[src/include/aes_key_cfg.svh]
//--------------------------------------------------
// fixed AES sizes for the key schedule memory
// only AES-128 and AES-256 key lengths exist here
// a 128-bit key sits in the upper half of the key field
//--------------------------------------------------
`ifndef AES_KEY_CFG_SVH
`define AES_KEY_CFG_SVH

// key field, wide enough for AES-256
`define AES_KEY_W 256

// one round key
`define AES_BLOCK_W 128

// one key word
`define AES_WORD_W 32

// highest round number held in the store
`define AES_MAX_ROUND 14

// last round per key length
`define AES_128_ROUNDS 10
`define AES_256_ROUNDS 14

`endif
[src/hw/aes_pkgs.sv]
//--------------------------------------------------
// data and control types of the key schedule
// widths come from aes_key_cfg.svh
//--------------------------------------------------
`include "aes_key_cfg.svh"

//--------------------------------------------------
// data widths
//--------------------------------------------------
package aes_data_pkg;

	// full key field, AES-128 in the upper half
	typedef logic [`AES_KEY_W-1:0] key_t;

	// one round key
	typedef logic [`AES_BLOCK_W-1:0] block_t;

	// one schedule word
	typedef logic [`AES_WORD_W-1:0] word_t;

	// s-box entries and rcon
	typedef logic [7:0] byte_t;

	// round number 0 to 14
	typedef logic [3:0] round_t;

endpackage

//--------------------------------------------------
// control encodings
//--------------------------------------------------
package aes_ctrl_pkg;

	typedef enum logic {
		key_128 = 1'b0,
		key_256 = 1'b1
	} key_len_t;

	// schedule FSM
	typedef enum logic [1:0] {
		st_idle,
		st_init,
		st_generate,
		st_done
	} sched_state_t;

endpackage

[src/hw/key_step_if.sv]
//--------------------------------------------------
// one expansion step shared by the schedule blocks
// carries no clock, every register sits in the blocks
//--------------------------------------------------
interface key_step_if;
	import aes_data_pkg::*;
	import aes_ctrl_pkg::*;

	// from the FSM
	logic     step;
	logic     clear;
	key_len_t key_len;

	// from the round counter
	round_t   round;
	byte_t    rcon;
	logic     last;

	modport ctrl  (output step, clear, key_len, input last);
	modport ctr   (input step, clear, key_len, output round, rcon, last);
	modport gen   (input step, clear, key_len, round, rcon);
	// store only needs the write address
	modport store (input step, round);

endinterface

[src/hw/round_key_store.sv]
//--------------------------------------------------
// round key memory, rounds 0 to 14
// read is combinational, round 15 reads zero
//--------------------------------------------------
`include "aes_key_cfg.svh"

module round_key_store (
	input  logic                 clk,
	input  logic                 reset_n,
	key_step_if.store            step_bus,
	input  aes_data_pkg::block_t next_key,
	input  aes_data_pkg::round_t round_number,
	output aes_data_pkg::block_t round_key
);
	import aes_data_pkg::*;

	localparam round_t MAX_ROUND = round_t'(`AES_MAX_ROUND);

	block_t mem [0:`AES_MAX_ROUND];

	// one write per expansion step
	always_ff @(posedge clk or negedge reset_n)
	begin
		if (!reset_n)
		begin
			for (int i = 0; i <= `AES_MAX_ROUND; i++)
			begin
				mem[i] <= '0;
			end
		end
		else if (step_bus.step)
		begin
			mem[step_bus.round] <= next_key;
		end
	end

	// read port
	assign round_key = (round_number <= MAX_ROUND) ? mem[round_number] : '0;

endmodule

[src/flat_wrapper.sv]
// flat-port wrapper written by rule: the top's interface ports become plain ports
module round_key_store_flat import aes_data_pkg::*;
  (clk, reset_n, next_key, round_number, round_key, step_bus_step, step_bus_round);
  key_step_if step_bus_i ();
  input  logic clk;
  input  logic reset_n;
  input  aes_data_pkg::block_t next_key;
  input  aes_data_pkg::round_t round_number;
  output aes_data_pkg::block_t round_key;
  input wire logic [$bits(step_bus_i.step)-1:0] step_bus_step;
  input wire logic [$bits(step_bus_i.round)-1:0] step_bus_round;
  assign step_bus_i.step = step_bus_step;
  assign step_bus_i.round = step_bus_round;
  round_key_store u_core (.clk(clk), .reset_n(reset_n), .step_bus(step_bus_i), .next_key(next_key), .round_number(round_number), .round_key(round_key));
endmodule
[config.mk]
export PLATFORM = sky130hd
export DESIGN_NAME = round_key_store_flat
export DESIGN_NICKNAME = d
export VERILOG_FILES = /design/src/hw/aes_pkgs.sv /design/src/hw/key_step_if.sv /design/src/hw/round_key_store.sv /design/src/flat_wrapper.sv
export VERILOG_INCLUDE_DIRS = /design/src /design/src/include
export SDC_FILE = /design/constraint.sdc
export NUM_CORES = 2
export LEC_CHECK = 0
export ABC_CLOCK_PERIOD_IN_PS = 1600
export BUFFER_PORTS_ARGS = -buffer_cell sky130_fd_sc_hd__buf_2
export CORE_ASPECT_RATIO = 1.25
export CORE_MARGIN = 5
export CORE_UTILIZATION = 50
export CTS_BUF_LIST = sky130_fd_sc_hd__clkbuf_8
export CTS_CLUSTER_DIAMETER = 120
export CTS_CLUSTER_SIZE = 28
export DETAILED_ROUTE_END_ITERATION = 7
export HOLD_SLACK_MARGIN = 0.02
export PLACE_DENSITY_LB_ADDON = 0.1
export SLEW_MARGIN = 25
export SYNTH_ARGS = -nofsm -noshare
export SYNTH_HDL_FRONTEND = slang
export SYNTH_SLANG_ARGS = --single-unit
[constraint.sdc]
create_clock -name clk -period 1.6 [get_ports clk]
set_input_delay 0.16 -clock clk [delete_from_list [all_inputs] [get_ports clk]]
set_output_delay 0.16 -clock clk [all_outputs]
set_load 0.1 [all_outputs]
==> summary.txt <==
STA
  • Least-Margin Pin Slew: 0.499 ns
  • Clock skew: 0 ns
  • Slew margin rel.: 66.7%
  • RSZ-0062 raised after global routing: true
  • Final min period: 2.61 ns
  • Setup TNS: -109.12 ns
  • Final Hold Vio Count: 0
  • Fmax: 0.383 GHz
  • Fin crit share: 163%
  • Finish-stage setup viols: 128
  • Slew Limit Fails: 0
  • PnR worst setup slack: -1.01 ns

GRT
  • Final global-route overflow total: 0
  • Number of global-route vias before repair: 53.4k
  • Initial antenna violation count: 23
  • First-pass GRT wire length: 345 mm
  • Largest net degree at the start of global routing: 88
  • GR Util All Layers: 24.5%

Worst hold path
  • Worst Hold Endpoint: u_core.mem[1336]
  • Hold path start: next_key[56]
  • Worst hold path class: in2reg
  • Hold depth: 3

Setup path
  • Launch point of the worst path: u_core.mem[414]
  • R2r setup slk: 0.56 ns
  • R2R Path Start: u_core.mem[439]
  • Req. time, crit path: 1.44 ns
  • Depth of the most critical reg-to-reg path: 3
  • RR Endpoint: u_core.mem[439]
  • CP max FO: 2
  • Worst EP arrival: 2.45 ns
  • Critical path startpoint category: register
  • Critical path capture point type: primary output
  • Kind of critical path: reg2out

Routing
  • # DRC: 0
  • Routed Antenna Nets: 0
  • DR iter-0 viols: 2823
  • Vias: 49.4k
  • DRT Pass-1 Iters: 7
  • Average wire per cell in the routed design: 26.5 um
  • Via density: 5.88
  • Total Wirelength: 223 mm

Power and ir drop
  • P_leak: 0.0442 uW
  • PwrDens: 1170 mW/mm^2
  • Power Total: 120000 uW
  • Internal: 82900 uW
  • Clock share of power: 15.8%
  • Seq pwr share: 54.2%
  • VDD IR max: 0.995 mV
  • Net Sw Frac: 31.0%
  • Combinational Power Share: 29.9%
  • NetSw: 37200 uW

Final layout
  • Biggest regs: u_core.mem x1920
  • Syn-to-layout area delta: 17.7%
  • Fin nets: 6190
  • Commonest non-fill, non-tap cell in the layout: dfrtp_1
  • Number of flip-flops under the largest register name: 1920
  • Biggest register: u_core.mem
  • Most frequent cells in the layout: 1920 x dfrtp_1, 1184 x mux2_2, 736 x mux2_1
  • Layout cells sized above 1: 45.1%

Clock network
  • CTS tree: yes
  • Clock sink count: 1920
  • # H-tree levels: 3
  • Clk buf depth: 3
  • Clk slew on worst S/H paths: 0.17 ns
  • TritonCTS Buffers: 78
  • Clk_lat worst skew: 0.87 ns
  • Root Buffer: clkbuf_8

Run status
  • Status: finished with violations
  • Failing checks: negative setup slack

Synth
  • Post-synth cell types: 23
  • Synthesis warning total: 0
  • Syn avg cell area: 15.8 um^2
  • Synth Register Bits: 1920
  • Post-synthesis sequential area ratio: 54.9%
  • Syn Inst Count: 5542
  • Synthesized area: 0.0875 mm^2
  • Syn nets: 5681

Die
  • Core box area: 0.174 mm^2
  • Die area: 0.184 mm^2
  • Die Y: 478 um
  • # IOs: 267
  • Die extent in x: 384 um
  • Initial Util: 50.3%
  • Rows: 171

Job
  • Maxcap violations: 0

Place
  • Hpwl dp: 147 mm
  • Port bufs: 266
  • Gpl congestion: 0.756
  • Place WS: -0.578 ns
stage by stage:
step / hold slack, ns / cell area [um^2] / cells / utilization, %
3_3_place_gp: 0.0977 / 99700 / 8149 / 57.3
5_1_grt: 0.184 / 103000 / 8394 / 59.2
6_report: 0.224 / 103000 / 8406 / 59.2
2_1_floorplan: -0.136 / 89000 / 5542 / -
4_1_cts: 0.113 / 103000 / 8384 / 59.1
3_5_place_dp: 0.0924 / 99700 / 8149 / 57.3
layout make-up:
type                    instances  area, um^2
flip-flops and latches       1920       48000
multi-input cells            3097       38800
clock buffers                  81        1110
fillers                     13445       71000
diodes                         18        45.0
clock inverters                 1        16.3
well taps                    2335        2920
repair buffers                953       12000
inverters                       1        11.3
Yosys cell counts:
| cell | instances | area (um^2) |
|---|---|---|
| buf_12 | 13 | 260 |
| nor3b_2 | 1 | 12.5 |
| nand3b_1 | 2 | 15.0 |
| nand3_1 | 1 | 5.00 |
| dfrtp_1 | 1920 | 48000 |
| mux2i_1 | 384 | 3840 |
| a22oi_1 | 128 | 961 |
| clkbuf_1 | 195 | 732 |
| mux2_2 | 1184 | 13300 |
| nor2b_1 | 2 | 12.5 |
| buf_1 | 12 | 45.0 |
| nand2b_1 | 133 | 832 |
| o21ai_1 | 128 | 641 |
| nor2_1 | 10 | 37.5 |
| or3_1 | 2 | 12.5 |
| nand2_1 | 2 | 7.51 |
| inv_2 | 1 | 3.75 |
| mux4_2 | 384 | 8650 |
| buf_4 | 9 | 67.6 |
| buf_6 | 20 | 225 |
| mux2_1 | 736 | 8290 |
| buf_8 | 10 | 150 |
| buf_2 | 265 | 1330 |
routing by layer:
metal | vias to the layer above | share of wire, % | track usage (%)
li1 | 21312 | - | -
met1 | 27172 | 47 | 36.7
met2 | 718 | 47 | 39.3
met3 | 173 | 3.9 | 3.16
met4 | 14 | 1.4 | 4.08
met5 | - | 0.042 | 0
critical path, stage by stage (launching register included):
cell and delay (ns):
dfrtp_1 0.42, mux4_2 0.48, a22oi_2 0.21, buf_4 0.15, o21ai_4 0.10, buf_12 0.19
worst max path at each step:
stage / to / slack, ns / depth (start not counted)
CTS: round_key[30] / -1.11 / 5
finish: round_key[30] / -1.01 / 5
detailed placement: round_key[30] / -0.58 / 8
global route: round_key[30] / -1.08 / 5
global placement: round_key[6] / -0.57 / 7
floorplan: round_key[101] / -0.76 / 4
logic make-up (layout without fill, tap and decap cells):
family                 Yosys count  after routing  synth area share (%)
buffers and inverters          525           1036                  3.21
multiplexers                  2688           2688                  39.0
flip-flops                    1920           1920                  54.9
other                            0             18                     0
AND/OR/NAND/NOR                153            153                  1.07
AO/OA/AOI/OAI                  256            256                  1.83
timing repair:
action	in CTS	in global routing
gates cloned	0	0
endpoints found under the hold margin	3840	0
hold buffers	138	0
pin swaps	117	3
gates resized for setup	114	6
setup endpoints to repair	128	129
setup buffers	18	4
power by group through the flow:
stage / registers [uW] / clock network [uW] / logic [uW]
2_1_floorplan: 64300 / 0 / 25100
3_3_place_gp: 65600 / 0 / 34500
3_5_place_dp: 66200 / 0 / 35300
4_1_cts: 65100 / 20000 / 36300
5_1_grt: 66500 / 21500 / 38400
6_report: 65200 / 19000 / 36000
No activity file was read; power rests on OpenSTA's default activity.
