**src/include/aes_key_cfg.svh**
```systemverilog
//--------------------------------------------------
// fixed AES sizes for the key schedule memory
// only AES-128 and AES-256 key lengths exist here
// a 128-bit key sits in the upper half of the key field
//--------------------------------------------------
`ifndef AES_KEY_CFG_SVH
`define AES_KEY_CFG_SVH

// key field, wide enough for AES-256
`define AES_KEY_W 256

// one round key
`define AES_BLOCK_W 128

// one key word
`define AES_WORD_W 32

// highest round number held in the store
`define AES_MAX_ROUND 14

// last round per key length
`define AES_128_ROUNDS 10
`define AES_256_ROUNDS 14

`endif
```
**src/hw/aes_pkgs.sv**
```systemverilog
//--------------------------------------------------
// data and control types of the key schedule
// widths come from aes_key_cfg.svh
//--------------------------------------------------
`include "aes_key_cfg.svh"

//--------------------------------------------------
// data widths
//--------------------------------------------------
package aes_data_pkg;

	// full key field, AES-128 in the upper half
	typedef logic [`AES_KEY_W-1:0] key_t;

	// one round key
	typedef logic [`AES_BLOCK_W-1:0] block_t;

	// one schedule word
	typedef logic [`AES_WORD_W-1:0] word_t;

	// s-box entries and rcon
	typedef logic [7:0] byte_t;

	// round number 0 to 14
	typedef logic [3:0] round_t;

endpackage

//--------------------------------------------------
// control encodings
//--------------------------------------------------
package aes_ctrl_pkg;

	typedef enum logic {
		key_128 = 1'b0,
		key_256 = 1'b1
	} key_len_t;

	// schedule FSM
	typedef enum logic [1:0] {
		st_idle,
		st_init,
		st_generate,
		st_done
	} sched_state_t;

endpackage

```
**src/hw/key_step_if.sv**
```systemverilog
//--------------------------------------------------
// one expansion step shared by the schedule blocks
// carries no clock, every register sits in the blocks
//--------------------------------------------------
interface key_step_if;
	import aes_data_pkg::*;
	import aes_ctrl_pkg::*;

	// from the FSM
	logic     step;
	logic     clear;
	key_len_t key_len;

	// from the round counter
	round_t   round;
	byte_t    rcon;
	logic     last;

	modport ctrl  (output step, clear, key_len, input last);
	modport ctr   (input step, clear, key_len, output round, rcon, last);
	modport gen   (input step, clear, key_len, round, rcon);
	// store only needs the write address
	modport store (input step, round);

endinterface

```
**src/hw/round_ctr.sv**
```systemverilog
//--------------------------------------------------
// round counter and rcon register
// round holds at the last round instead of wrapping
// rcon follows the FIPS-197 doubling in GF(2^8)
//--------------------------------------------------
`include "aes_key_cfg.svh"

module round_ctr (
	input  logic    clk,
	input  logic    reset_n,
	key_step_if.ctr step_bus
);
	import aes_data_pkg::*;
	import aes_ctrl_pkg::*;

	localparam round_t LAST_128 = round_t'(`AES_128_ROUNDS);
	localparam round_t LAST_256 = round_t'(`AES_256_ROUNDS);

	logic  uses_rcon;
	byte_t rcon_dbl;

	// which rounds eat an rcon value
	// AES-128 every round from 1, AES-256 only even rounds from 2
	always_comb
	begin
		if (step_bus.key_len == key_128)
		begin
			uses_rcon = (step_bus.round != '0);
		end
		else
		begin
			uses_rcon = (step_bus.round >= round_t'(2)) && !step_bus.round[0];
		end
	end

	// xtime, reduce by 1b
	assign rcon_dbl = {step_bus.rcon[6:0], 1'b0} ^ (8'h1b & {8{step_bus.rcon[7]}});

	// final round for this key length
	assign step_bus.last = (step_bus.key_len == key_128) ? (step_bus.round == LAST_128) :
		(step_bus.round == LAST_256);

	always_ff @(posedge clk or negedge reset_n)
	begin
		if (!reset_n)
		begin
			step_bus.round <= '0;
			step_bus.rcon  <= 8'h01;
		end
		else if (step_bus.clear)
		begin
			step_bus.round <= '0;
			step_bus.rcon  <= 8'h01;
		end
		else if (step_bus.step)
		begin
			if (!step_bus.last)
			begin
				step_bus.round <= round_t'(step_bus.round + 1'b1);
			end
			if (uses_rcon)
			begin
				step_bus.rcon <= rcon_dbl;
			end
		end
	end

endmodule

```
**src/flat_wrapper.sv**
```systemverilog
// flat-port wrapper written by rule: the top's interface ports become plain ports
module round_ctr_flat import aes_data_pkg::*; import aes_ctrl_pkg::*;
  (clk, reset_n, step_bus_step, step_bus_clear, step_bus_key_len, step_bus_round, step_bus_rcon, step_bus_last);
  key_step_if step_bus_i ();
  input  logic clk;
  input  logic reset_n;
  input wire logic [$bits(step_bus_i.step)-1:0] step_bus_step;
  input wire logic [$bits(step_bus_i.clear)-1:0] step_bus_clear;
  input wire logic [$bits(step_bus_i.key_len)-1:0] step_bus_key_len;
  output wire logic [$bits(step_bus_i.round)-1:0] step_bus_round;
  output wire logic [$bits(step_bus_i.rcon)-1:0] step_bus_rcon;
  output wire logic [$bits(step_bus_i.last)-1:0] step_bus_last;
  assign step_bus_i.step = step_bus_step;
  assign step_bus_i.clear = step_bus_clear;
  assign step_bus_i.key_len = step_bus_key_len;
  assign step_bus_round = step_bus_i.round;
  assign step_bus_rcon = step_bus_i.rcon;
  assign step_bus_last = step_bus_i.last;
  round_ctr u_core (.clk(clk), .reset_n(reset_n), .step_bus(step_bus_i));
endmodule
```
**config.mk**
```make
export PLATFORM = sky130hd
export DESIGN_NAME = round_ctr_flat
export DESIGN_NICKNAME = d
export VERILOG_FILES = /design/src/hw/aes_pkgs.sv /design/src/hw/key_step_if.sv /design/src/hw/round_ctr.sv /design/src/flat_wrapper.sv
export VERILOG_INCLUDE_DIRS = /design/src /design/src/include
export SDC_FILE = /design/constraint.sdc
export NUM_CORES = 1
export LEC_CHECK = 0
export ABC_AREA = 1
export BUFFER_PORTS_ARGS = -buffer_cell sky130_fd_sc_hd__buf_4
export CELL_PAD_IN_SITES_DETAIL_PLACEMENT = 0
export CELL_PAD_IN_SITES_GLOBAL_PLACEMENT = 1
export CORE_UTILIZATION = 35
export CTS_CLUSTER_DIAMETER = 200
export DETAILED_ROUTE_END_ITERATION = 7
export MAX_ROUTING_LAYER = met4
export PLACE_DENSITY_LB_ADDON = 0.1
export SETUP_SLACK_MARGIN = 0.1
export SYNTH_ARGS = -nofsm -noshare
export SYNTH_HDL_FRONTEND = slang
export SYNTH_SLANG_ARGS = --single-unit
```
**constraint.sdc**
```tcl
create_clock -name clk -period 2.37 [get_ports clk]
set_input_delay 0.237 -clock clk [delete_from_list [all_inputs] [get_ports clk]]
set_output_delay 0.237 -clock clk [all_outputs]
set_load 0.1 [all_outputs]
```
==> results.sh <==
export IMPL_status="finished, final reports clean"
export IMPL_synth_seq_cells=12
export IMPL_report_final_slew_viol_count=0
export IMPL_floorplan_die_width_um=49.9
export IMPL_hp_class="in -> reg"
export IMPL_ir_drop_uv=400
export IMPL_worst_path_largest_cell_delay_ns=0.45
export IMPL_synthesis_yosys_warnings=0
export IMPL_cts_hold_repair_buffers=1
export IMPL_place_port_buffers=17
export IMPL_timing_hold_worst_endpoint="u_core.step_bus.round[1]$_DFFE_PN0P_"
export IMPL_startpoint_of_the_most_critical_hold_path="step_bus_clear"
export IMPL_worstPathBufferInverterCount=4
export IMPL_grt_antenna_before_repair=0
export IMPL_worstMarginPinSlew_ns=0.723
export IMPL_yosysSeqAreaShare=0.376
export IMPL_layout_commonest_cell="sky130_fd_sc_hd__nand2_1"
export IMPL_initial_utilization=0.389
export IMPL_drive_above_1_share=0.383
export IMPL_clock_buffer_depth=2
export IMPL_core_area_mm2=0.00206
export IMPL_cp_data_required_time_ns=2.13
export IMPL_timing_critical_path_arrival_ns=1.58
export IMPL_nNetsFinal=116
export IMPL_crit_path_max_fanout=7
export IMPL_clock_slew_at_reported_path_ffs_ns=0.08
export IMPL_critical_path_reg2reg_startpoint="u_core.step_bus.round[0]$_DFFE_PN0P_"
export IMPL_critPathCaptureType="output port"
export IMPL_relative_area_change_from_synthesis_to_final_layout_pct=22.6
export IMPL_first_pass_grt_wire_length_um=2820
export IMPL_worstPathCellList="inv_1 -> ha_1 -> nand2_1 -> clkinv_1 -> nand3_4 -> inv_1 -> buf_4"
export IMPL_hold_viol=0
export IMPL_area_enclosed_by_the_die_boundary_mm2=0.00249
export IMPL_grt_overflow_total=0
export IMPL_synth_cell_area_um2=802
export IMPL_timing_critical_path_from_type="register"
export IMPL_p_per_area_mw_per_mm2=521
export IMPL_setup_violations_final=0
export IMPL_min_delay_path_depth=4
export IMPL_die_y_um=49.9
export IMPL_clock_sinks=12
export IMPL_dp_hpwl_um=1100
export IMPL_grt_pass1_vias=619
export IMPL_synth_ff_type="sky130_fd_sc_hd__dfrtp_1"
export IMPL_n_antenna_cell=0
export IMPL_synthCells=89
export IMPL_grt_start_max_net_pins=21
export IMPL_multiplexer_area_fraction_after_synthesis=0
export IMPL_grt_setup_unrepaired="false"
export IMPL_cts_made_buffers=3
export IMPL_grt_util_all_layers=0.154
export IMPL_fmax_mhz=549
export IMPL_synth_cell_types=21
export IMPL_drt_first_iter_violations=7
export IMPL_critical_path_top_delay_family="buffers and inverters"
export IMPL_synth_simple_gate_area_frac=0.435
export IMPL_critical_path_origin="u_core.step_bus.round[0]$_DFFE_PN0P_"
export IMPL_synth_compound_gate_area_share=0.0203
export IMPL_finalClockSkew_ns=0.00184
export IMPL_postSynth_asyncResetShare=1.00
export IMPL_cts_tree="done"
export IMPL_post_synth_edffs=0
export IMPL_post_synth_cell_area_avg_um2=9.01
export IMPL_wl_um=1570
export IMPL_p_leak_nw=0.532
export IMPL_synthXorXnorAreaFrac=0.0437
export IMPL_timing_reg2reg_setup_slack_ns=0.98
export IMPL_post_route_fraction_of_the_period_consumed_by_the_critical_path=0.768
export IMPL_clock_tree_root_cell="sky130_fd_sc_hd__clkbuf_4"
export IMPL_setup_worst_path_class="reg -> out"
export IMPL_drc=0
export IMPL_cp_common_cell="sky130_fd_sc_hd__inv_1"
export IMPL_layout_common_cells="sky130_fd_sc_hd__nand2_1 (23), sky130_fd_sc_hd__buf_4 (17), sky130_fd_sc_hd__nand4_1 (12)"
export IMPL_synth_nets=97
export IMPL_report_power_total_w=0.000513
export IMPL_per_cell_routed_wire_length_um=11.7
export IMPL_route_antenna_remaining_nets=0
export IMPL_cts_repair_resized=0
export IMPL_rows=16
export IMPL_dr_total_vias=647
export IMPL_synth_adder_area_share=0.0468
export IMPL_detail_route_first_pass_iterations=4
export IMPL_worst_case_headroom_to_the_max_slew_limit=0.517
export IMPL_ios=18
export IMPL_r2r_cells=9
export IMPL_setup_tns_final_ns=0
export IMPL_cap_viol_max_count=0
export IMPL_filler_cell_count=207
export IMPL_viasPerCell=4.83
export IMPL_critical_path_slowest_cell="sky130_fd_sc_hd__dfrtp_2"
export IMPL_r2r_end="u_core.step_bus.rcon[1]$_DFFE_PN0P_"
export IMPL_insertion_delay_ns=0.27
export IMPL_combinational_family_with_the_most_area_after_synthesis="simple AND/OR/NAND/NOR gates"
export IMPL_post_cts_setup_buffer_count=0
export IMPL_finalWeightedCongestion=0.793
export IMPL_fin_crit_ns=1.82
export IMPL_cts_max_level=1
==> registers in the layout (all words and copies together) (netlist names) <==
register and count:
u_core.step_bus.rcon 8, u_core.step_bus.round 4
==> worst max-delay path by stage <==
stage | depth (start not counted) | end
floorplan | 5 | step_bus_last
global placement | 7 | step_bus_last
detailed placement | 7 | step_bus_last
CTS | 7 | step_bus_last
global route | 7 | step_bus_last
finish | 7 | step_bus_last
==> worst register-to-register path, cell delays in order, from the launching register on <==
cell and delay, ns:
sky130_fd_sc_hd__dfrtp_2 0.42, sky130_fd_sc_hd__inv_1 0.09, sky130_fd_sc_hd__ha_1 0.21, sky130_fd_sc_hd__nor2_1 0.09, sky130_fd_sc_hd__nand2_1 0.07, sky130_fd_sc_hd__nand2_2 0.08
sky130_fd_sc_hd__nand2_4 0.10, sky130_fd_sc_hd__nand2_8 0.12, sky130_fd_sc_hd__nand3_2 0.06, sky130_fd_sc_hd__nand2_1 0.09
==> cell families after synthesis <==
kind of cell | after synthesis
adders and majority gates | 3
DFF | 12
xor gates and xnor gates | 4
and+or+nand+nor | 56
AOI/OAI and AO/OA | 1
buffers and inverters | 13
==> synth_stat cells, types with 2 or more instances <==
cell	count	area share
sky130_fd_sc_hd__nand3_1	3	0.019
sky130_fd_sc_hd__dfrtp_1	11	0.34
sky130_fd_sc_hd__nand2_2	2	0.016
sky130_fd_sc_hd__ha_1	3	0.047
sky130_fd_sc_hd__nand4_1	12	0.094
sky130_fd_sc_hd__nand3_2	8	0.10
sky130_fd_sc_hd__or2_2	2	0.016
sky130_fd_sc_hd__inv_1	8	0.037
sky130_fd_sc_hd__xor2_1	4	0.044
sky130_fd_sc_hd__nor2_1	2	0.0094
sky130_fd_sc_hd__nand2_1	23	0.11
sky130_fd_sc_hd__buf_2	2	0.012
==> per-stage QoR <==
stage | area [um2] | setup slack [ns] | instances | hold slack (ns) | utilization
2_1_floorplan | 805 | 0.148 | 89 | -0.0586 | -
3_3_place_gp | 937 | 0.857 | 129 | 0.0908 | 0.454
3_5_place_dp | 937 | 0.845 | 129 | 0.0901 | 0.454
4_1_cts | 983 | 0.524 | 134 | 0.265 | 0.477
5_1_grt | 983 | 0.443 | 134 | 0.264 | 0.477
6_report | 983 | 0.549 | 134 | 0.275 | 0.477
==> routing by layer <==
layer	up-vias	global-route usage	wire [um]
met2	13	0.218	683
li1	332	-	-
met1	300	0.211	805
met3	2	0.0556	71
met5	-	-	0
met4	0	0.0286	11
==> final cells by class <==
cell class                      instances  area, um2  area share
Sequential cell                        12        304       0.309
Multi-Input combinational cell         64        438       0.445
Timing Repair Buffer                   18        138       0.140
Inverter                                9       33.8      0.0344
Clock buffer                            4       36.3      0.0369
Tap cell                               27       33.8      0.0344
==> power by group <==
group | switching [W] | internal (W) | total (W)
logic | 0.0000947 | 0.0000314 | 0.000126
registers | 0.00000915 | 0.000213 | 0.000222
clock network | 0.0000711 | 0.0000934 | 0.000164
(Power assumes the default switching activity.)
