$ cat config.mk
export PLATFORM = sky130hd
export DESIGN_NAME = key_sched_ctrl_flat
export DESIGN_NICKNAME = d
export VERILOG_FILES = /design/src/hw/aes_pkgs.sv /design/src/hw/key_step_if.sv /design/src/hw/key_sched_ctrl.sv /design/src/flat_wrapper.sv
export VERILOG_INCLUDE_DIRS = /design/src /design/src/include
export SDC_FILE = /design/constraint.sdc
export NUM_CORES = 1
export LEC_CHECK = 0
export BUFFER_PORTS_ARGS = -buffer_cell sky130_fd_sc_hd__buf_2
export CORE_AREA = 3 3 40 42
export DETAILED_ROUTE_END_ITERATION = 10
export DIE_AREA = 0 0 43 45
export SETUP_SLACK_MARGIN = 0.1
export SYNTH_ARGS = -nofsm -noshare
export SYNTH_HDL_FRONTEND = slang
export SYNTH_SLANG_ARGS = --single-unit
$ cat constraint.sdc
create_clock -name clk -period 1.54 [get_ports clk]
set_input_delay 0.154 -clock clk [delete_from_list [all_inputs] [get_ports clk]]
set_output_delay 0.154 -clock clk [all_outputs]
set_load 0.02 [all_outputs]
$ cat src/include/aes_key_cfg.svh
//--------------------------------------------------
// fixed AES sizes for the key schedule memory
// only AES-128 and AES-256 key lengths exist here
// a 128-bit key sits in the upper half of the key field
//--------------------------------------------------
`ifndef AES_KEY_CFG_SVH
`define AES_KEY_CFG_SVH

// key field, wide enough for AES-256
`define AES_KEY_W 256

// one round key
`define AES_BLOCK_W 128

// one key word
`define AES_WORD_W 32

// highest round number held in the store
`define AES_MAX_ROUND 14

// last round per key length
`define AES_128_ROUNDS 10
`define AES_256_ROUNDS 14

`endif
$ cat src/hw/aes_pkgs.sv
//--------------------------------------------------
// data and control types of the key schedule
// widths come from aes_key_cfg.svh
//--------------------------------------------------
`include "aes_key_cfg.svh"

//--------------------------------------------------
// data widths
//--------------------------------------------------
package aes_data_pkg;

	// full key field, AES-128 in the upper half
	typedef logic [`AES_KEY_W-1:0] key_t;

	// one round key
	typedef logic [`AES_BLOCK_W-1:0] block_t;

	// one schedule word
	typedef logic [`AES_WORD_W-1:0] word_t;

	// s-box entries and rcon
	typedef logic [7:0] byte_t;

	// round number 0 to 14
	typedef logic [3:0] round_t;

endpackage

//--------------------------------------------------
// control encodings
//--------------------------------------------------
package aes_ctrl_pkg;

	typedef enum logic {
		key_128 = 1'b0,
		key_256 = 1'b1
	} key_len_t;

	// schedule FSM
	typedef enum logic [1:0] {
		st_idle,
		st_init,
		st_generate,
		st_done
	} sched_state_t;

endpackage

$ cat src/hw/key_step_if.sv
//--------------------------------------------------
// one expansion step shared by the schedule blocks
// carries no clock, every register sits in the blocks
//--------------------------------------------------
interface key_step_if;
	import aes_data_pkg::*;
	import aes_ctrl_pkg::*;

	// from the FSM
	logic     step;
	logic     clear;
	key_len_t key_len;

	// from the round counter
	round_t   round;
	byte_t    rcon;
	logic     last;

	modport ctrl  (output step, clear, key_len, input last);
	modport ctr   (input step, clear, key_len, output round, rcon, last);
	modport gen   (input step, clear, key_len, round, rcon);
	// store only needs the write address
	modport store (input step, round);

endinterface

$ cat src/hw/key_sched_ctrl.sv
//--------------------------------------------------
// schedule FSM with the init handshake
// init_valid is ignored while busy, nothing queues
// key length is held from the accepting edge
//--------------------------------------------------
module key_sched_ctrl (
	input  logic                   clk,
	input  logic                   reset_n,
	input  logic                   init_valid,
	output logic                   init_ready,
	input  aes_ctrl_pkg::key_len_t key_len_in,
	output logic                   keys_valid,
	key_step_if.ctrl               step_bus
);
	import aes_ctrl_pkg::*;

	sched_state_t state;
	sched_state_t state_nxt;
	key_len_t     key_len_r;
	logic         accept;

	// ready only when idle
	assign init_ready = (state == st_idle);
	assign accept     = init_valid && init_ready;

	// step bus outputs
	assign step_bus.clear   = (state == st_init);
	assign step_bus.step    = (state == st_generate);
	assign step_bus.key_len = key_len_r;

	//--------------------------------------------------
	// next state
	//--------------------------------------------------
	always_comb
	begin
		state_nxt = state;
		case (state)
			st_idle:
			begin
				if (accept)
				begin
					state_nxt = st_init;
				end
			end
			// one cycle to clear counter and rcon
			st_init:
			begin
				state_nxt = st_generate;
			end
			// one round key per cycle
			st_generate:
			begin
				if (step_bus.last)
				begin
					state_nxt = st_done;
				end
			end
			st_done:
			begin
				state_nxt = st_idle;
			end
			default:
			begin
				state_nxt = st_idle;
			end
		endcase
	end

	//--------------------------------------------------
	// state, key length and status
	//--------------------------------------------------
	always_ff @(posedge clk or negedge reset_n)
	begin
		if (!reset_n)
		begin
			state      <= st_idle;
			key_len_r  <= key_128;
			keys_valid <= 1'b0;
		end
		else
		begin
			state <= state_nxt;
			// old keys are stale once a new key is taken
			if (accept)
			begin
				key_len_r  <= key_len_in;
				keys_valid <= 1'b0;
			end
			else if (state == st_done)
			begin
				keys_valid <= 1'b1;
			end
		end
	end

endmodule

$ cat src/flat_wrapper.sv
// flat-port wrapper written by rule: the top's interface ports become plain ports
module key_sched_ctrl_flat import aes_ctrl_pkg::*;
  (clk, reset_n, init_valid, init_ready, key_len_in, keys_valid, step_bus_step, step_bus_clear, step_bus_key_len, step_bus_last);
  key_step_if step_bus_i ();
  input  logic clk;
  input  logic reset_n;
  input  logic init_valid;
  output logic init_ready;
  input  aes_ctrl_pkg::key_len_t key_len_in;
  output logic keys_valid;
  output wire logic [$bits(step_bus_i.step)-1:0] step_bus_step;
  output wire logic [$bits(step_bus_i.clear)-1:0] step_bus_clear;
  output wire logic [$bits(step_bus_i.key_len)-1:0] step_bus_key_len;
  input wire logic [$bits(step_bus_i.last)-1:0] step_bus_last;
  assign step_bus_step = step_bus_i.step;
  assign step_bus_clear = step_bus_i.clear;
  assign step_bus_key_len = step_bus_i.key_len;
  assign step_bus_i.last = step_bus_last;
  key_sched_ctrl u_core (.clk(clk), .reset_n(reset_n), .init_valid(init_valid), .init_ready(init_ready), .key_len_in(key_len_in), .keys_valid(keys_valid), .step_bus(step_bus_i));
endmodule
==> impl.org <==
** CTS
- Clock latency of the later-clocked register in the worst-skew pair :: 0.23 ns
- After clock tree synthesis, the clock-pin slew on the worst setup and hold paths is 0.03 ns.
- Clock net sink count :: 4
- CTS built an H-tree with a depth of 1.
- Cell chosen for the clock root :: sky130_fd_sc_hd__clkbuf_4
- In this run, CTS created clock tree buffers numbering 3.
- TritonCTS clock tree :: yes
- Clock buffer depth :: 2

** Timing
- Worst slew slack as a fraction of its limit :: 0.887
- RSZ-0062 raised after global routing :: no
- # setup viols final :: 0
- Adding up every negative setup slack in the final design gives 0 ns.
- Achievable Freq :: 735 MHz
- Hold is met by 0.158 ns.
- For the finished layout, the period the worst path requires is 1.36 ns.
- The clock arrives with 0.00241 ns of skew.
- Final cycle utilization of the critical path :: 0.883
- For the pin with the worst max-slew slack, the measured transition is 0.170 ns.
- Number of hold violations in the final report :: 0
- The number of pins with negative max-slew slack in the final report was 0.

** Global route
- Across every metal layer, demand over resource in global routing totals 0.0586.
- Pin count of the biggest net entering global routing :: 5
- The via count of the first global-routing pass came to 190.
- The first global-routing pass estimated 800 um of wire.
- The number of antenna violations at the first check in global routing came to 0.
- After global routing the overflow that remains totals 0.

** Yosys
- Synthesized Nets :: 31
- Count of yosys warnings during synthesis :: 0
- The number of different library cells used by synthesis comes to 12.
- Synthesis produced 21 cells.
- Part of the Yosys area used for sequential elements :: 0.390
- By area the synthesized netlist is led by sky130_fd_sc_hd__dfrtp_1 39%, sky130_fd_sc_hd__ha_1 24%, sky130_fd_sc_hd__mux2_4 5.9%, sky130_fd_sc_hd__nor2b_4 5.4%, sky130_fd_sc_hd__inv_1 4.4%.
- In the post-synthesis netlist, the cell with the most instances is sky130_fd_sc_hd__ha_1.
- Sorting the synthesized cells by how often they occur yields 5 x sky130_fd_sc_hd__ha_1, 4 x sky130_fd_sc_hd__dfrtp_1, 3 x sky130_fd_sc_hd__inv_1.
- Area share of the largest cell type after synthesis :: 0.390
- Number of flip-flops and latches in the synthesized netlist :: 4
- Most used flip-flop cell after synthesis :: sky130_fd_sc_hd__dfrtp_1
- Of all cell types, the one taking the most synthesized area is sky130_fd_sc_hd__dfrtp_1.
- In this run, synthesis inferred 0 flip-flops with an integrated enable.
- Avg Inst Size Synth :: 12.2 um2
- Summing every instance area after synthesis gives 256 um2.
- Fraction of registers with async set or reset after synthesis :: 1.00

** Worst setup path
- Critical path data required time :: 1.65 ns
- STA puts the critical path data arrival time at 1.47 ns.
- By startpoint and endpoint, the worst setup path is classified as reg -> reg.
- STA classifies the critical path endpoint as a register.
- In this run the worst path has a maximum fanout of 3.
- Critical Path Start Type :: register

** Drt
- Detailed router's first-iteration violation count :: 0
- Count of vias placed by the detailed router :: 193
- Routed WL per cell :: 9.53 um
- In the routed layout, each cell is associated on average with a via count of 3.78.
- Number of nets with antenna violations after detailed routing :: 0
- Drc violations :: 0
- The routed design has 486 um of wire.
- For this run, the detailed router's first-pass iteration total came to 1.

** Floorplan
- After floorplanning, the core was sized to cover 1280 um2.
- Initial Utilization :: 0.200
- Measured along the y axis, the die boundary spans 45 um.
- Die area :: 1940 um2
- Number of standard-cell rows in the floorplan :: 13
- In this run the horizontal extent of the chip is 43 um.
- I/O pin cnt :: 10

** Place
- The placed instances occupy a cell area of 328 um2.
- The HPWL after detailed placement is 398 um.
- IO buf count :: 9
- Routability congestion estimate :: 0.642

** Layout
- Antenna diodes :: 0
- At the end of the flow the core is filled with cells to 0.292.
- Final Instance Area :: 375 um2
- Synthesis-to-finish area growth :: 46.3%
- In the final layout, the share of cells above drive strength 1 is 0.528.
- The final layout contains 48 nets.

** Power
- Across the VDD grid, the largest voltage drop is 0.000655 V.
- Summed over all cells, the static leakage comes to 0.208 nW.
- Internal power :: 483 uW
- Power spread over the standard cell area amounts to 2130 nW/um2.
- The share of total power dissipated in sequential elements is 0.231.
- The analysis attributes to net switching a power of 316 uW.
- Part of the total power dissipated in combinational logic :: 0.613
- Switching Share :: 0.395
- Clk pwr share :: 0.156

** Job
- Total of max-cap violations :: 0

** Outcome
- The run finished with clean final reports.

** Worst hold path
- Type of the most critical hold path :: in -> reg
-- cell type report --
type / count / area [um2]
fill: 137 / 910
multi-input combinational: 14 / 153
sequential: 4 / 100
timing repair buffer: 12 / 70.1
clock buffer: 3 / 22.5
tap: 15 / 18.8
inverter: 3 / 11.3
-- state kept, by name, indices dropped and copies added (netlist names) --
name,cells
u_core.keys_valid,1
u_core.state,2
u_core.step_bus.key_len,1
-- critical path, cell delays in order (launching register included) --
cell	delay [ns]
sky130_fd_sc_hd__dfrtp_1	0.36
sky130_fd_sc_hd__inv_1	0.08
sky130_fd_sc_hd__ha_1	0.22
sky130_fd_sc_hd__nor2b_4	0.14
sky130_fd_sc_hd__a21oi_4	0.13
sky130_fd_sc_hd__mux2_4	0.31
-- what timing repair did --
item / 4_1_cts / 5_1_grt
hold endpoints to repair: 4 / 0
hold buffers: 1 / 0
resized for setup: 0 / 1
endpoints found under the setup margin: 0 / 1
setup buffers: 0 / 1
-- power groups by stage --
stage                     Combinational (mW)  Sequential, mW  Clock, mW
after global routing                   0.541           0.194      0.137
after floorplan                        0.306           0.217          0
final                                  0.490           0.185      0.125
after detailed placement               0.457           0.190          0
after global placement                 0.454           0.187          0
after CTS                              0.464           0.189      0.131
-- metrics by stage --
| stage | instances | worst slack, ns | total power [mW] |
|---|---|---|---|
| global route | 51 | 0.113 | 0.873 |
| detailed placement | 46 | 0.129 | 0.647 |
| CTS | 50 | 0.113 | 0.783 |
| global placement | 46 | 0.144 | 0.641 |
| finish | 51 | 0.180 | 0.799 |
| floorplan | 21 | 0.192 | 0.523 |
-- routing by layer --
| layer | up-vias | GRT usage | routed length (um) | share of wire |
|---|---|---|---|---|
| li1 | 101 | - | - | - |
| met1 | 82 | 0.0880 | 261 | 0.54 |
| met2 | 10 | 0.0659 | 171 | 0.35 |
| met3 | 0 | 0.0239 | 52 | 0.11 |
| met4 | 0 | 0.0361 | 0 | 0 |
| met5 | - | 0 | 0 | 0 |
-- cells by family after synthesis --
group	Yosys count	synth area share
adders and majority gates	5	0.244
DFF	4	0.390
AOI/OAI and AO/OA	4	0.137
buffers and inverters	3	0.0439
and+or+nand+nor	3	0.0829
muxes	2	0.102
-- worst paths after layout --
check	startpoint	endpoint	slack, ns	cells after the start
max	u_core.state[1]$_DFFE_PN0P_	u_core.state[1]$_DFFE_PN0P_	0.18	5
min	key_len_in	u_core.step_bus.key_len$_DFFE_PN0P_	0.16	2
max reg2reg	u_core.state[1]$_DFFE_PN0P_	u_core.state[1]$_DFFE_PN0P_	0.18	5
min reg2reg	u_core.step_bus.key_len$_DFFE_PN0P_	u_core.step_bus.key_len$_DFFE_PN0P_	0.50	1
max in group asynchronous	reset_n	u_core.state[1]$_DFFE_PN0P_	1.16	2
min in group asynchronous	reset_n	u_core.keys_valid$_DFFE_PN0P_	0.26	2
-- layout by cell type (no fill, tap or decap) --
| cell type | count |
|---|---|
| sky130_fd_sc_hd__mux2_2 | 1 |
| sky130_fd_sc_hd__mux2_4 | 1 |
| sky130_fd_sc_hd__nor2_1 | 1 |
| sky130_fd_sc_hd__a21oi_4 | 1 |
| sky130_fd_sc_hd__nand2_1 | 1 |
| sky130_fd_sc_hd__ha_1 | 5 |
| sky130_fd_sc_hd__dfrtp_1 | 4 |
| sky130_fd_sc_hd__clkbuf_4 | 3 |
| sky130_fd_sc_hd__buf_2 | 9 |
| sky130_fd_sc_hd__dlygate4sd3_1 | 1 |
| sky130_fd_sc_hd__inv_1 | 3 |
| sky130_fd_sc_hd__buf_4 | 2 |
| sky130_fd_sc_hd__a21oi_1 | 1 |
| sky130_fd_sc_hd__o32a_2 | 1 |
| sky130_fd_sc_hd__nor2b_4 | 1 |
| sky130_fd_sc_hd__o211a_1 | 1 |
Note: power is estimated with default switching activity, not from simulation.
