### config.mk
export PLATFORM = sky130hd
export DESIGN_NAME = round_key_gen_flat
export DESIGN_NICKNAME = d
export VERILOG_FILES = /design/src/hw/aes_pkgs.sv /design/src/hw/key_step_if.sv /design/src/hw/round_key_gen.sv /design/src/flat_wrapper.sv
export VERILOG_INCLUDE_DIRS = /design/src /design/src/include
export SDC_FILE = /design/constraint.sdc
export NUM_CORES = 1
export LEC_CHECK = 0
export BUFFER_PORTS_ARGS = -buffer_cell sky130_fd_sc_hd__buf_4
export CORE_MARGIN = 2
export CORE_UTILIZATION = 35
export CTS_CLUSTER_DIAMETER = 60
export DETAILED_ROUTE_END_ITERATION = 12
export MAX_ROUTING_LAYER = met4
export PLACE_DENSITY_LB_ADDON = 0.12
export SLEW_MARGIN = 0
export SYNTH_ARGS = -nofsm -noshare
export SYNTH_HDL_FRONTEND = slang
export SYNTH_SLANG_ARGS = --single-unit
### constraint.sdc
create_clock -name clk -period 2.1 [get_ports clk]
set_clock_uncertainty 0.05 [all_clocks]
set_input_delay 0.315 -clock clk [delete_from_list [all_inputs] [get_ports clk]]
set_output_delay 0.315 -clock clk [all_outputs]
set_load 0.02 [all_outputs]
### src/include/aes_key_cfg.svh
//--------------------------------------------------
// fixed AES sizes for the key schedule memory
// only AES-128 and AES-256 key lengths exist here
// a 128-bit key sits in the upper half of the key field
//--------------------------------------------------
`ifndef AES_KEY_CFG_SVH
`define AES_KEY_CFG_SVH

// key field, wide enough for AES-256
`define AES_KEY_W 256

// one round key
`define AES_BLOCK_W 128

// one key word
`define AES_WORD_W 32

// highest round number held in the store
`define AES_MAX_ROUND 14

// last round per key length
`define AES_128_ROUNDS 10
`define AES_256_ROUNDS 14

`endif
### src/hw/aes_pkgs.sv
//--------------------------------------------------
// data and control types of the key schedule
// widths come from aes_key_cfg.svh
//--------------------------------------------------
`include "aes_key_cfg.svh"

//--------------------------------------------------
// data widths
//--------------------------------------------------
package aes_data_pkg;

	// full key field, AES-128 in the upper half
	typedef logic [`AES_KEY_W-1:0] key_t;

	// one round key
	typedef logic [`AES_BLOCK_W-1:0] block_t;

	// one schedule word
	typedef logic [`AES_WORD_W-1:0] word_t;

	// s-box entries and rcon
	typedef logic [7:0] byte_t;

	// round number 0 to 14
	typedef logic [3:0] round_t;

endpackage

//--------------------------------------------------
// control encodings
//--------------------------------------------------
package aes_ctrl_pkg;

	typedef enum logic {
		key_128 = 1'b0,
		key_256 = 1'b1
	} key_len_t;

	// schedule FSM
	typedef enum logic [1:0] {
		st_idle,
		st_init,
		st_generate,
		st_done
	} sched_state_t;

endpackage

### src/hw/key_step_if.sv
//--------------------------------------------------
// one expansion step shared by the schedule blocks
// carries no clock, every register sits in the blocks
//--------------------------------------------------
interface key_step_if;
	import aes_data_pkg::*;
	import aes_ctrl_pkg::*;

	// from the FSM
	logic     step;
	logic     clear;
	key_len_t key_len;

	// from the round counter
	round_t   round;
	byte_t    rcon;
	logic     last;

	modport ctrl  (output step, clear, key_len, input last);
	modport ctr   (input step, clear, key_len, output round, rcon, last);
	modport gen   (input step, clear, key_len, round, rcon);
	// store only needs the write address
	modport store (input step, round);

endinterface

### src/hw/round_key_gen.sv
//--------------------------------------------------
// next round key from the two previous round keys
// key is loaded while the counter clears
// so it must stay stable until the cycle after acceptance
//--------------------------------------------------
module round_key_gen (
	input  logic                 clk,
	input  logic                 reset_n,
	input  aes_data_pkg::key_t   key,
	key_step_if.gen              step_bus,
	output aes_data_pkg::word_t  sbox_in,
	input  aes_data_pkg::word_t  sbox_out,
	output aes_data_pkg::block_t next_key
);
	import aes_data_pkg::*;
	import aes_ctrl_pkg::*;

	block_t key_hi;
	block_t key_lo;
	block_t prev_key0;
	block_t prev_key1;
	block_t base;
	block_t chained;
	word_t  rot_sub;
	word_t  xform;
	word_t  w0;
	word_t  w1;
	word_t  w2;
	word_t  w3;
	logic   is_256;
	logic   seed_round;

	assign {key_hi, key_lo} = key;
	assign is_256 = (step_bus.key_len == key_256);

	// rounds taken straight from the key, round 1 only for AES-256
	assign seed_round = (step_bus.round == '0) || (is_256 && step_bus.round == round_t'(1));

	// last word of the newest key goes through the s-box
	assign sbox_in = prev_key1[31:0];

	// rotate after sub, same result as before
	assign rot_sub = {sbox_out[23:0], sbox_out[31:24]} ^ {step_bus.rcon, 24'h0};

	//--------------------------------------------------
	// word chain
	//--------------------------------------------------
	always_comb
	begin
		if (!is_256)
		begin
			base  = prev_key1;
			xform = rot_sub;
		end
		else
		begin
			// two rounds back, odd rounds skip rotate and rcon
			base  = prev_key0;
			xform = step_bus.round[0] ? sbox_out : rot_sub;
		end
		w0      = base[127:96] ^ xform;
		w1      = base[95:64] ^ w0;
		w2      = base[63:32] ^ w1;
		w3      = base[31:0] ^ w2;
		chained = {w0, w1, w2, w3};
	end

	// round 0 upper half, AES-256 round 1 lower half
	assign next_key = !seed_round ? chained :
		(step_bus.round == '0) ? prev_key0 : prev_key1;

	//--------------------------------------------------
	// history of the last two round keys
	//--------------------------------------------------
	always_ff @(posedge clk or negedge reset_n)
	begin
		if (!reset_n)
		begin
			prev_key0 <= '0;
			prev_key1 <= '0;
		end
		else if (step_bus.clear)
		begin
			prev_key0 <= key_hi;
			prev_key1 <= key_lo;
		end
		else if (step_bus.step)
		begin
			if (!seed_round)
			begin
				prev_key0 <= prev_key1;
				prev_key1 <= next_key;
			end
			else if (!is_256)
			begin
				// AES-128 chains from round 0
				prev_key1 <= next_key;
			end
		end
	end

endmodule

### src/flat_wrapper.sv
// flat-port wrapper written by rule: the top's interface ports become plain ports
module round_key_gen_flat import aes_data_pkg::*; import aes_ctrl_pkg::*;
  (clk, reset_n, key, sbox_in, sbox_out, next_key, step_bus_step, step_bus_clear, step_bus_key_len, step_bus_round, step_bus_rcon);
  key_step_if step_bus_i ();
  input  logic clk;
  input  logic reset_n;
  input  aes_data_pkg::key_t key;
  output aes_data_pkg::word_t sbox_in;
  input  aes_data_pkg::word_t sbox_out;
  output aes_data_pkg::block_t next_key;
  input wire logic [$bits(step_bus_i.step)-1:0] step_bus_step;
  input wire logic [$bits(step_bus_i.clear)-1:0] step_bus_clear;
  input wire logic [$bits(step_bus_i.key_len)-1:0] step_bus_key_len;
  input wire logic [$bits(step_bus_i.round)-1:0] step_bus_round;
  input wire logic [$bits(step_bus_i.rcon)-1:0] step_bus_rcon;
  assign step_bus_i.step = step_bus_step;
  assign step_bus_i.clear = step_bus_clear;
  assign step_bus_i.key_len = step_bus_key_len;
  assign step_bus_i.round = step_bus_round;
  assign step_bus_i.rcon = step_bus_rcon;
  round_key_gen u_core (.clk(clk), .reset_n(reset_n), .key(key), .step_bus(step_bus_i), .sbox_in(sbox_in), .sbox_out(sbox_out), .next_key(next_key));
endmodule
==> out/qor.yml, run 1 <==
outcome:
  run_status: "finished, violations left"
  violations: "setup timing"
routing:
  vias_per_cell: 5.41
  dr.pass1.iters: 5
  remaining_drc_errors: 0
  num_vias: 22591
  drtIter0Drc: 1882
  wl_microns: 97200
  antenna_left: 0
  routed_wire_length_per_instance_microns: 23.3
cells_and_area:
  area_growth_pct: 81.6
  fillCellCount: 4504
  layout.nets: 3696
  utilization: 0.640
  regArea_sq_um: 6500
  layout_common_cells: "buf_4, nand2_1, dlygate4sd3_1, mux2i_1, buf_6"
  multi_input_area_sq_um: 15200
  drive_gt1_frac: 0.476
  final_common_cell: "buf_4"
sta:
  drv_slew: 0
  maxSlewHeadroom: 0.228
  rsz0062_at_grt: "yes"
  holdWs_ns: 0.0378
  finalCritPeriodShare: 1.30
  min_period_ns: 2.74
  tightest_slew_ns: 1.16
  timing.fmax_mhz: 365
  setup_slack_ns: -0.639
  finalSetupViolCount: 128
  finalHoldViolCount: 0
synth:
  synthFlopType: "dfrtp_1"
  syn_avg_cell_area_sq_um: 8.54
  synthArstFlopShare: 1.00
  synthCells: 2320
  synth-seq-area-share: 0.323
  synth_area_sq_um: 19800
  ys_warn_count: 0
  ys_ff_latch: 256
  synth_edf_count: 0
  synth_cell_types: 54
  synth_nets: 2625
power:
  p_clk_frac: 0.227
  p_leak_nw: 16.1
  p_int_mw: 18.8
  seq_power_share: 0.217
  power_density_nw_per_um2: 851
  p_sw_mw: 11.8
  irDropWorstVdd_v: 0.000527
  pwr-share-comb: 0.555
  switching_share: 0.385
floorplan:
  ios: 465
  start_util: 0.353
  dieArea_sq_um: 58500
  die_w_microns: 242
  placementRows: 87
  dieHeight_microns: 242
  core_sq_um: 56200
clock_tree:
  clockBufferDepth: 3
  cts_root_buf: "clkbuf_16"
  numCtsBuffers: 39
  tritoncts: "yes"
  clock-sinks: 256
  htreeDepth: 2
  clk_latency_ns: 0.59
  path_clk_slew_ns: 0.05
setup_path:
  cpPeakStageDelay_ns: 0.40
  path_cells: "xor2_2, mux2i_4, xnor3_2, xnor2_1, nor2_1, a31oi_2, buf_4"
  crit_arrival_ns: 2.37
  end_kind: "output pin"
  critPathLaunchType: "register"
  cp.buffers_inverters: 1
  crit_family: "XOR/XNOR gates"
  crit_type: "reg2out"
  slowest_stage: "dfrtp_1"
  required_ns: 1.74
  cp_max_fo: 3
run:
  max_cap_viol_count: 0
grt:
  grt_start_max_net_pins: 188
  grt_util_all_layers: 0.328
  grt_overflow: 0
  grt_pass1_vias: 22755
  grt_pass1_wl_microns: 143000
  antenna_found_initial: 2
placed_design:
  post-dp-hpwl_microns: 63500
  gp_congestion: 0.937
  port_buffers: 464
worst_hold_path:
  hold_path.class: "in2reg"
flip-flops by register name (all words and copies together) (netlist names):
signal and cells:
u_core.prev_key0 128, u_core.prev_key1 128
power by group through the flow:
stage | Sequential (mW) | Clock [mW] | Combinational [mW]
after floorplan | 6.32 | 0 | 7.27
after global placement | 6.57 | 0 | 12.1
after global routing | 6.74 | 7.22 | 17.9
final | 6.65 | 6.96 | 17.0
after CTS | 6.56 | 7.05 | 15.9
after detailed placement | 6.60 | 0 | 12.2
final timing paths:
| path | from | to | slack (ns) | depth (start not counted) |
|---|---|---|---|---|
| setup / recovery | u_core.prev_key1[124] | next_key[28] | -0.64 | 7 |
| hold / removal | key[99] | u_core.prev_key1[99] | 0.04 | 3 |
| hold reg to reg | u_core.prev_key0[10] | u_core.prev_key0[10] | 0.55 | 2 |
| setup reg to reg | u_core.prev_key0[74] | u_core.prev_key1[10] | 0.01 | 10 |
| min in group asynchronous | reset_n | u_core.prev_key1[121] | 0.22 | 2 |
| max in group asynchronous | reset_n | u_core.prev_key0[66] | 1.01 | 3 |
layout make-up:
class                   count  share of cell area
well taps                 756              0.0263
multi-input cells        1847               0.423
inverters                   4            0.000557
repair buffers           1243               0.332
clock inverters            16             0.00584
diodes                      3            0.000209
flip-flops and latches    256               0.181
clock buffers              53              0.0314
stage by stage:
| step | instance area, sq um | total power, mW | TNS, ns | std cells | worst slack (ns) |
|---|---|---|---|---|---|
| 3_3_place_gp | 26500 | 18.7 | -80.17 | 3637 | -0.548 |
| 4_1_cts | 34300 | 29.5 | -37.76 | 4138 | -0.627 |
| 6_report | 36000 | 30.6 | -37.34 | 4178 | -0.639 |
| 2_1_floorplan | 20500 | 13.6 | -0.531 | 2320 | -0.138 |
| 5_1_grt | 36000 | 31.9 | -43.93 | 4177 | -0.669 |
| 3_5_place_dp | 26500 | 18.8 | -88.34 | 3637 | -0.519 |
Yosys cell counts (27+ instances only):
library cell    n  area (sq um)
buf_4          39           293
nand2_1       426          1600
a31oi_1        50           313
o22ai_1        29           181
o21ai_0       182           911
clkbuf_1       89           334
nor3b_1        53           398
buf_2          40           200
buf_6          27           304
a21oi_1       178           891
mux2i_1       261          2610
nand2b_1       33           206
nor2b_1        29           181
o31ai_1        56           420
xnor2_1       230          2010
nor2_1         97           364
xor2_1         32           280
dfrtp_1       256          6410
and2_1         32           200
cell families (layout without fill, tap and decap cells):
group,after synthesis,after routing,share of synthesized area
simple gates,694,695,0.159
other cells,0,3,0
mux,271,271,0.139
xor+xnor,270,270,0.124
compound gates,611,611,0.186
buf+inv,218,1316,0.0677
flops,256,256,0.323
worst min-delay path, stage by stage:
cell and delay (ns):
buf_4 0.08, nor2b_1 0.08, a21oi_1 0.15
repair_timing:
item                                    in CTS  in global routing
gates cloned                                16                  3
endpoints found under the hold margin      288                  0
setup buffers                              207                 84
hold buffers                               225                  0
resized for setup                          469                251
pin swaps                                  280                176
endpoints found under the setup margin     128                138
per-layer routing:
layer	track usage	vias to the layer above	part of all wire
met2	0.485	1074	0.45
li1	-	10180	-
met3	0.0508	252	0.076
met1	0.445	11085	0.43
met4	0.139	0	0.048
met5	-	-	0
Note: power is estimated with default switching activity, not from simulation.
==> inputs of run 2 (changes only) <==
==> constraint.sdc (replaced) <==
create_clock -name clk -period 3.36 [get_ports clk]
set_clock_uncertainty 0.05 [all_clocks]
set_input_delay 0.504 -clock clk [delete_from_list [all_inputs] [get_ports clk]]
set_output_delay 0.504 -clock clk [all_outputs]
set_load 0.02 [all_outputs]
==> run 2 against run 1 <==
The flow now finishes without violations. Non-clock buffer count down 713. Global-route usage down 4.8 points. Via count down 17%. Largest cell class unchanged. Utilization down 19 points. Clock power down 42%. Register-to-register slack better by 1.4 ns. Routed wire length down 15%. First-iteration DRC count down 20%. Sequential share of layout area up 7.5 points. Worst setup slack better by 0.79 ns. Cell count down 17%. Largest power group unchanged. Clock-buffer cell count down 1.
==> out/qor.yml, run 2 (synthesis gave the netlist of run 1 again) <==
outcome:
  run_status: "finished clean"
sta:
  finalCritPeriodShare: 0.955
  tightest_slew_ns: 0.882  # -0.273 ns
  min_period_ns: 3.21
  finalHoldViolCount: 0  # unchanged
  setup_tns_ns: 0  # +37.34 ns
  rsz0062_at_grt: "no"
  maxSlewHeadroom: 0.412  # +0.184
  holdWs_ns: 0.102  # +0.0637 ns
  setup_slack_ns: 0.152  # +0.791 ns
  timing.fmax_mhz: 312
  drv_slew: 0  # unchanged
  finalSetupViolCount: 0  # -100%
setup_path:
  crit_type: "in2out"
  cp_max_fo: 21  # +18
  rrSetupSlack_ns: 1.38  # +1.37 ns
  crit_path_start: "step_bus_round[0]"
  critical_path.endpoint: "next_key[43]"
  r2r-end: "u_core.prev_key1[34]"
  crit_arrival_ns: 2.65  # +0.28 ns
  end_kind: "output pin"
  critPathLaunchType: "input pin"
  reg2reg_from: "u_core.prev_key1[98]"
  required_ns: 2.81  # +1.07 ns
  worst_r2r_path_depth: 6  # -4
routing:
  antenna_left: 0  # unchanged
  drtIter0Drc: 1503  # -20%
  dr.pass1.iters: 5  # unchanged
  num_vias: 18730  # -17%
  remaining_drc_errors: 0  # unchanged
  routed_wire_length_per_instance_microns: 23.7  # +2.0%
  wl_microns: 82200  # -15%
  vias_per_cell: 5.41  # about the same
floorplan:
  ios: 465  # unchanged
  core_sq_um: 56200  # unchanged
  die_w_microns: 242  # unchanged
  start_util: 0.353  # unchanged
  dieArea_sq_um: 58500  # unchanged
  placementRows: 87  # unchanged
  dieHeight_microns: 242  # unchanged
placed_design:
  post-dp-hpwl_microns: 60900  # -4.2%
  dpl.cell_count: 3391  # -6.8%
  port_buffers: 464  # unchanged
  dpl-instance-area_sq_um: 23700  # -10%
  gp_congestion: 0.922  # -1.6%
  pre_cts_ws_ns: 0.102  # +0.621 ns
run:
  max_cap_viol_count: 0  # unchanged
cells_and_area:
  largest_registers: "u_core.prev_key0 x128, u_core.prev_key1 x128"
  layout_common_cells: "buf_4, nand2_1, mux2i_1, dfrtp_1, xnor2_1"
  utilization: 0.445  # -0.195
  layout.nets: 2980  # -19%
  drive_gt1_frac: 0.243  # -0.234
  final_common_cell: "buf_4"
  fin_area_sq_um: 25000  # -30%
  area_growth_pct: 26.3
  fin_cells: 3464  # -17%
clock_tree:
  clockBufferDepth: 3  # unchanged
  clock-sinks: 256  # unchanged
  path_clk_slew_ns: 0.06  # about the same
  clk_latency_ns: 0.56  # -0.03 ns
  htreeDepth: 2  # unchanged
  cts_root_buf: "clkbuf_16"
  numCtsBuffers: 37  # -5.1%
  tritoncts: "yes"
  cts_post_setup_buffers_inserted: 0  # -100%
grt:
  grt_pass1_wl_microns: 121000  # -15%
  grt_overflow: 0  # unchanged
  antenna_found_initial: 4  # +2
  grt_pass1_vias: 18223  # -20%
  grt_util_all_layers: 0.280  # -0.0476
  grt_start_max_net_pins: 217  # +15%
power:
  power_density_nw_per_um2: 591  # -31%
  p_leak_nw: 11.2  # -31%
  finalPower_mw: 14.8  # -52%
  irDropWorstVdd_v: 0.000298  # -43%
worst_hold_path:
  hold_path.class: "in2reg"
[run 2: cell count changes in the layout (fill, tap and decap cells not counted), moves of 28 or more]
cell,change
buf_12,-44
xnor2_1,+149
dfrtp_2,-72
xnor2_2,-132
dlygate4sd3_1,-224
mux2i_1,+45
mux2i_4,-28
buf_4,-226
dfrtp_1,+72
a21oi_1,+41
nand2_2,-48
buf_6,-193
nand2_1,+48
[run 2: worst min-delay path by stage]
stage	startpoint	endpoint	cells past startpoint
floorplan	reset_n	u_core.prev_key0[0]	0
global placement	reset_n	u_core.prev_key1[124]	1
detailed placement	reset_n	u_core.prev_key1[124]	1
CTS	key[217]	u_core.prev_key0[89]	3
global route	key[217]	u_core.prev_key0[89]	3
finish	key[217]	u_core.prev_key0[89]	3
[run 2: where the power goes]
group,switching (mW),total [mW],internal (mW)
Clock,1.60,4.07,2.46
Sequential,0.643,4.16,3.51
Combinational,3.75,6.57,2.82
Total,6.00,14.8,8.79
[run 2: worst max-delay path, cell delays in order]
cell	delay, ns
buf_4	0.24
buf_12	0.24
mux2i_1	0.40
xnor2_1	0.13
o21ai_2	0.46
xnor2_1	0.20
nand2_1	0.07
o21ai_0	0.16
buf_4	0.22
[run 2: layout make-up]
class / instances / area, sq um
fill: 5643 / 31100
multi-input combinational: 1846 / 12100
sequential: 256 / 6410
timing repair buffer: 530 / 4280
clock buffer: 52 / 1100
tap: 756 / 946
clock inverter: 15 / 151
inverter: 4 / 17.5
antenna: 5 / 12.5
[run 2: what timing repair did]
item	4_1_cts	5_1_grt
hold endpoints to repair	63	0
gates resized for setup	0	2
setup endpoints to repair	0	2
hold buffers	1	0
[run 2: layer usage]
metal,vias to the layer above,wire length [microns],GRT usage,share of wire
li1,8768,-,-,-
met1,9173,40000,0.407,0.49
met2,691,35300,0.400,0.43
met3,98,4360,0.0353,0.053
met4,0,2590,0.0942,0.031
met5,-,0,-,0
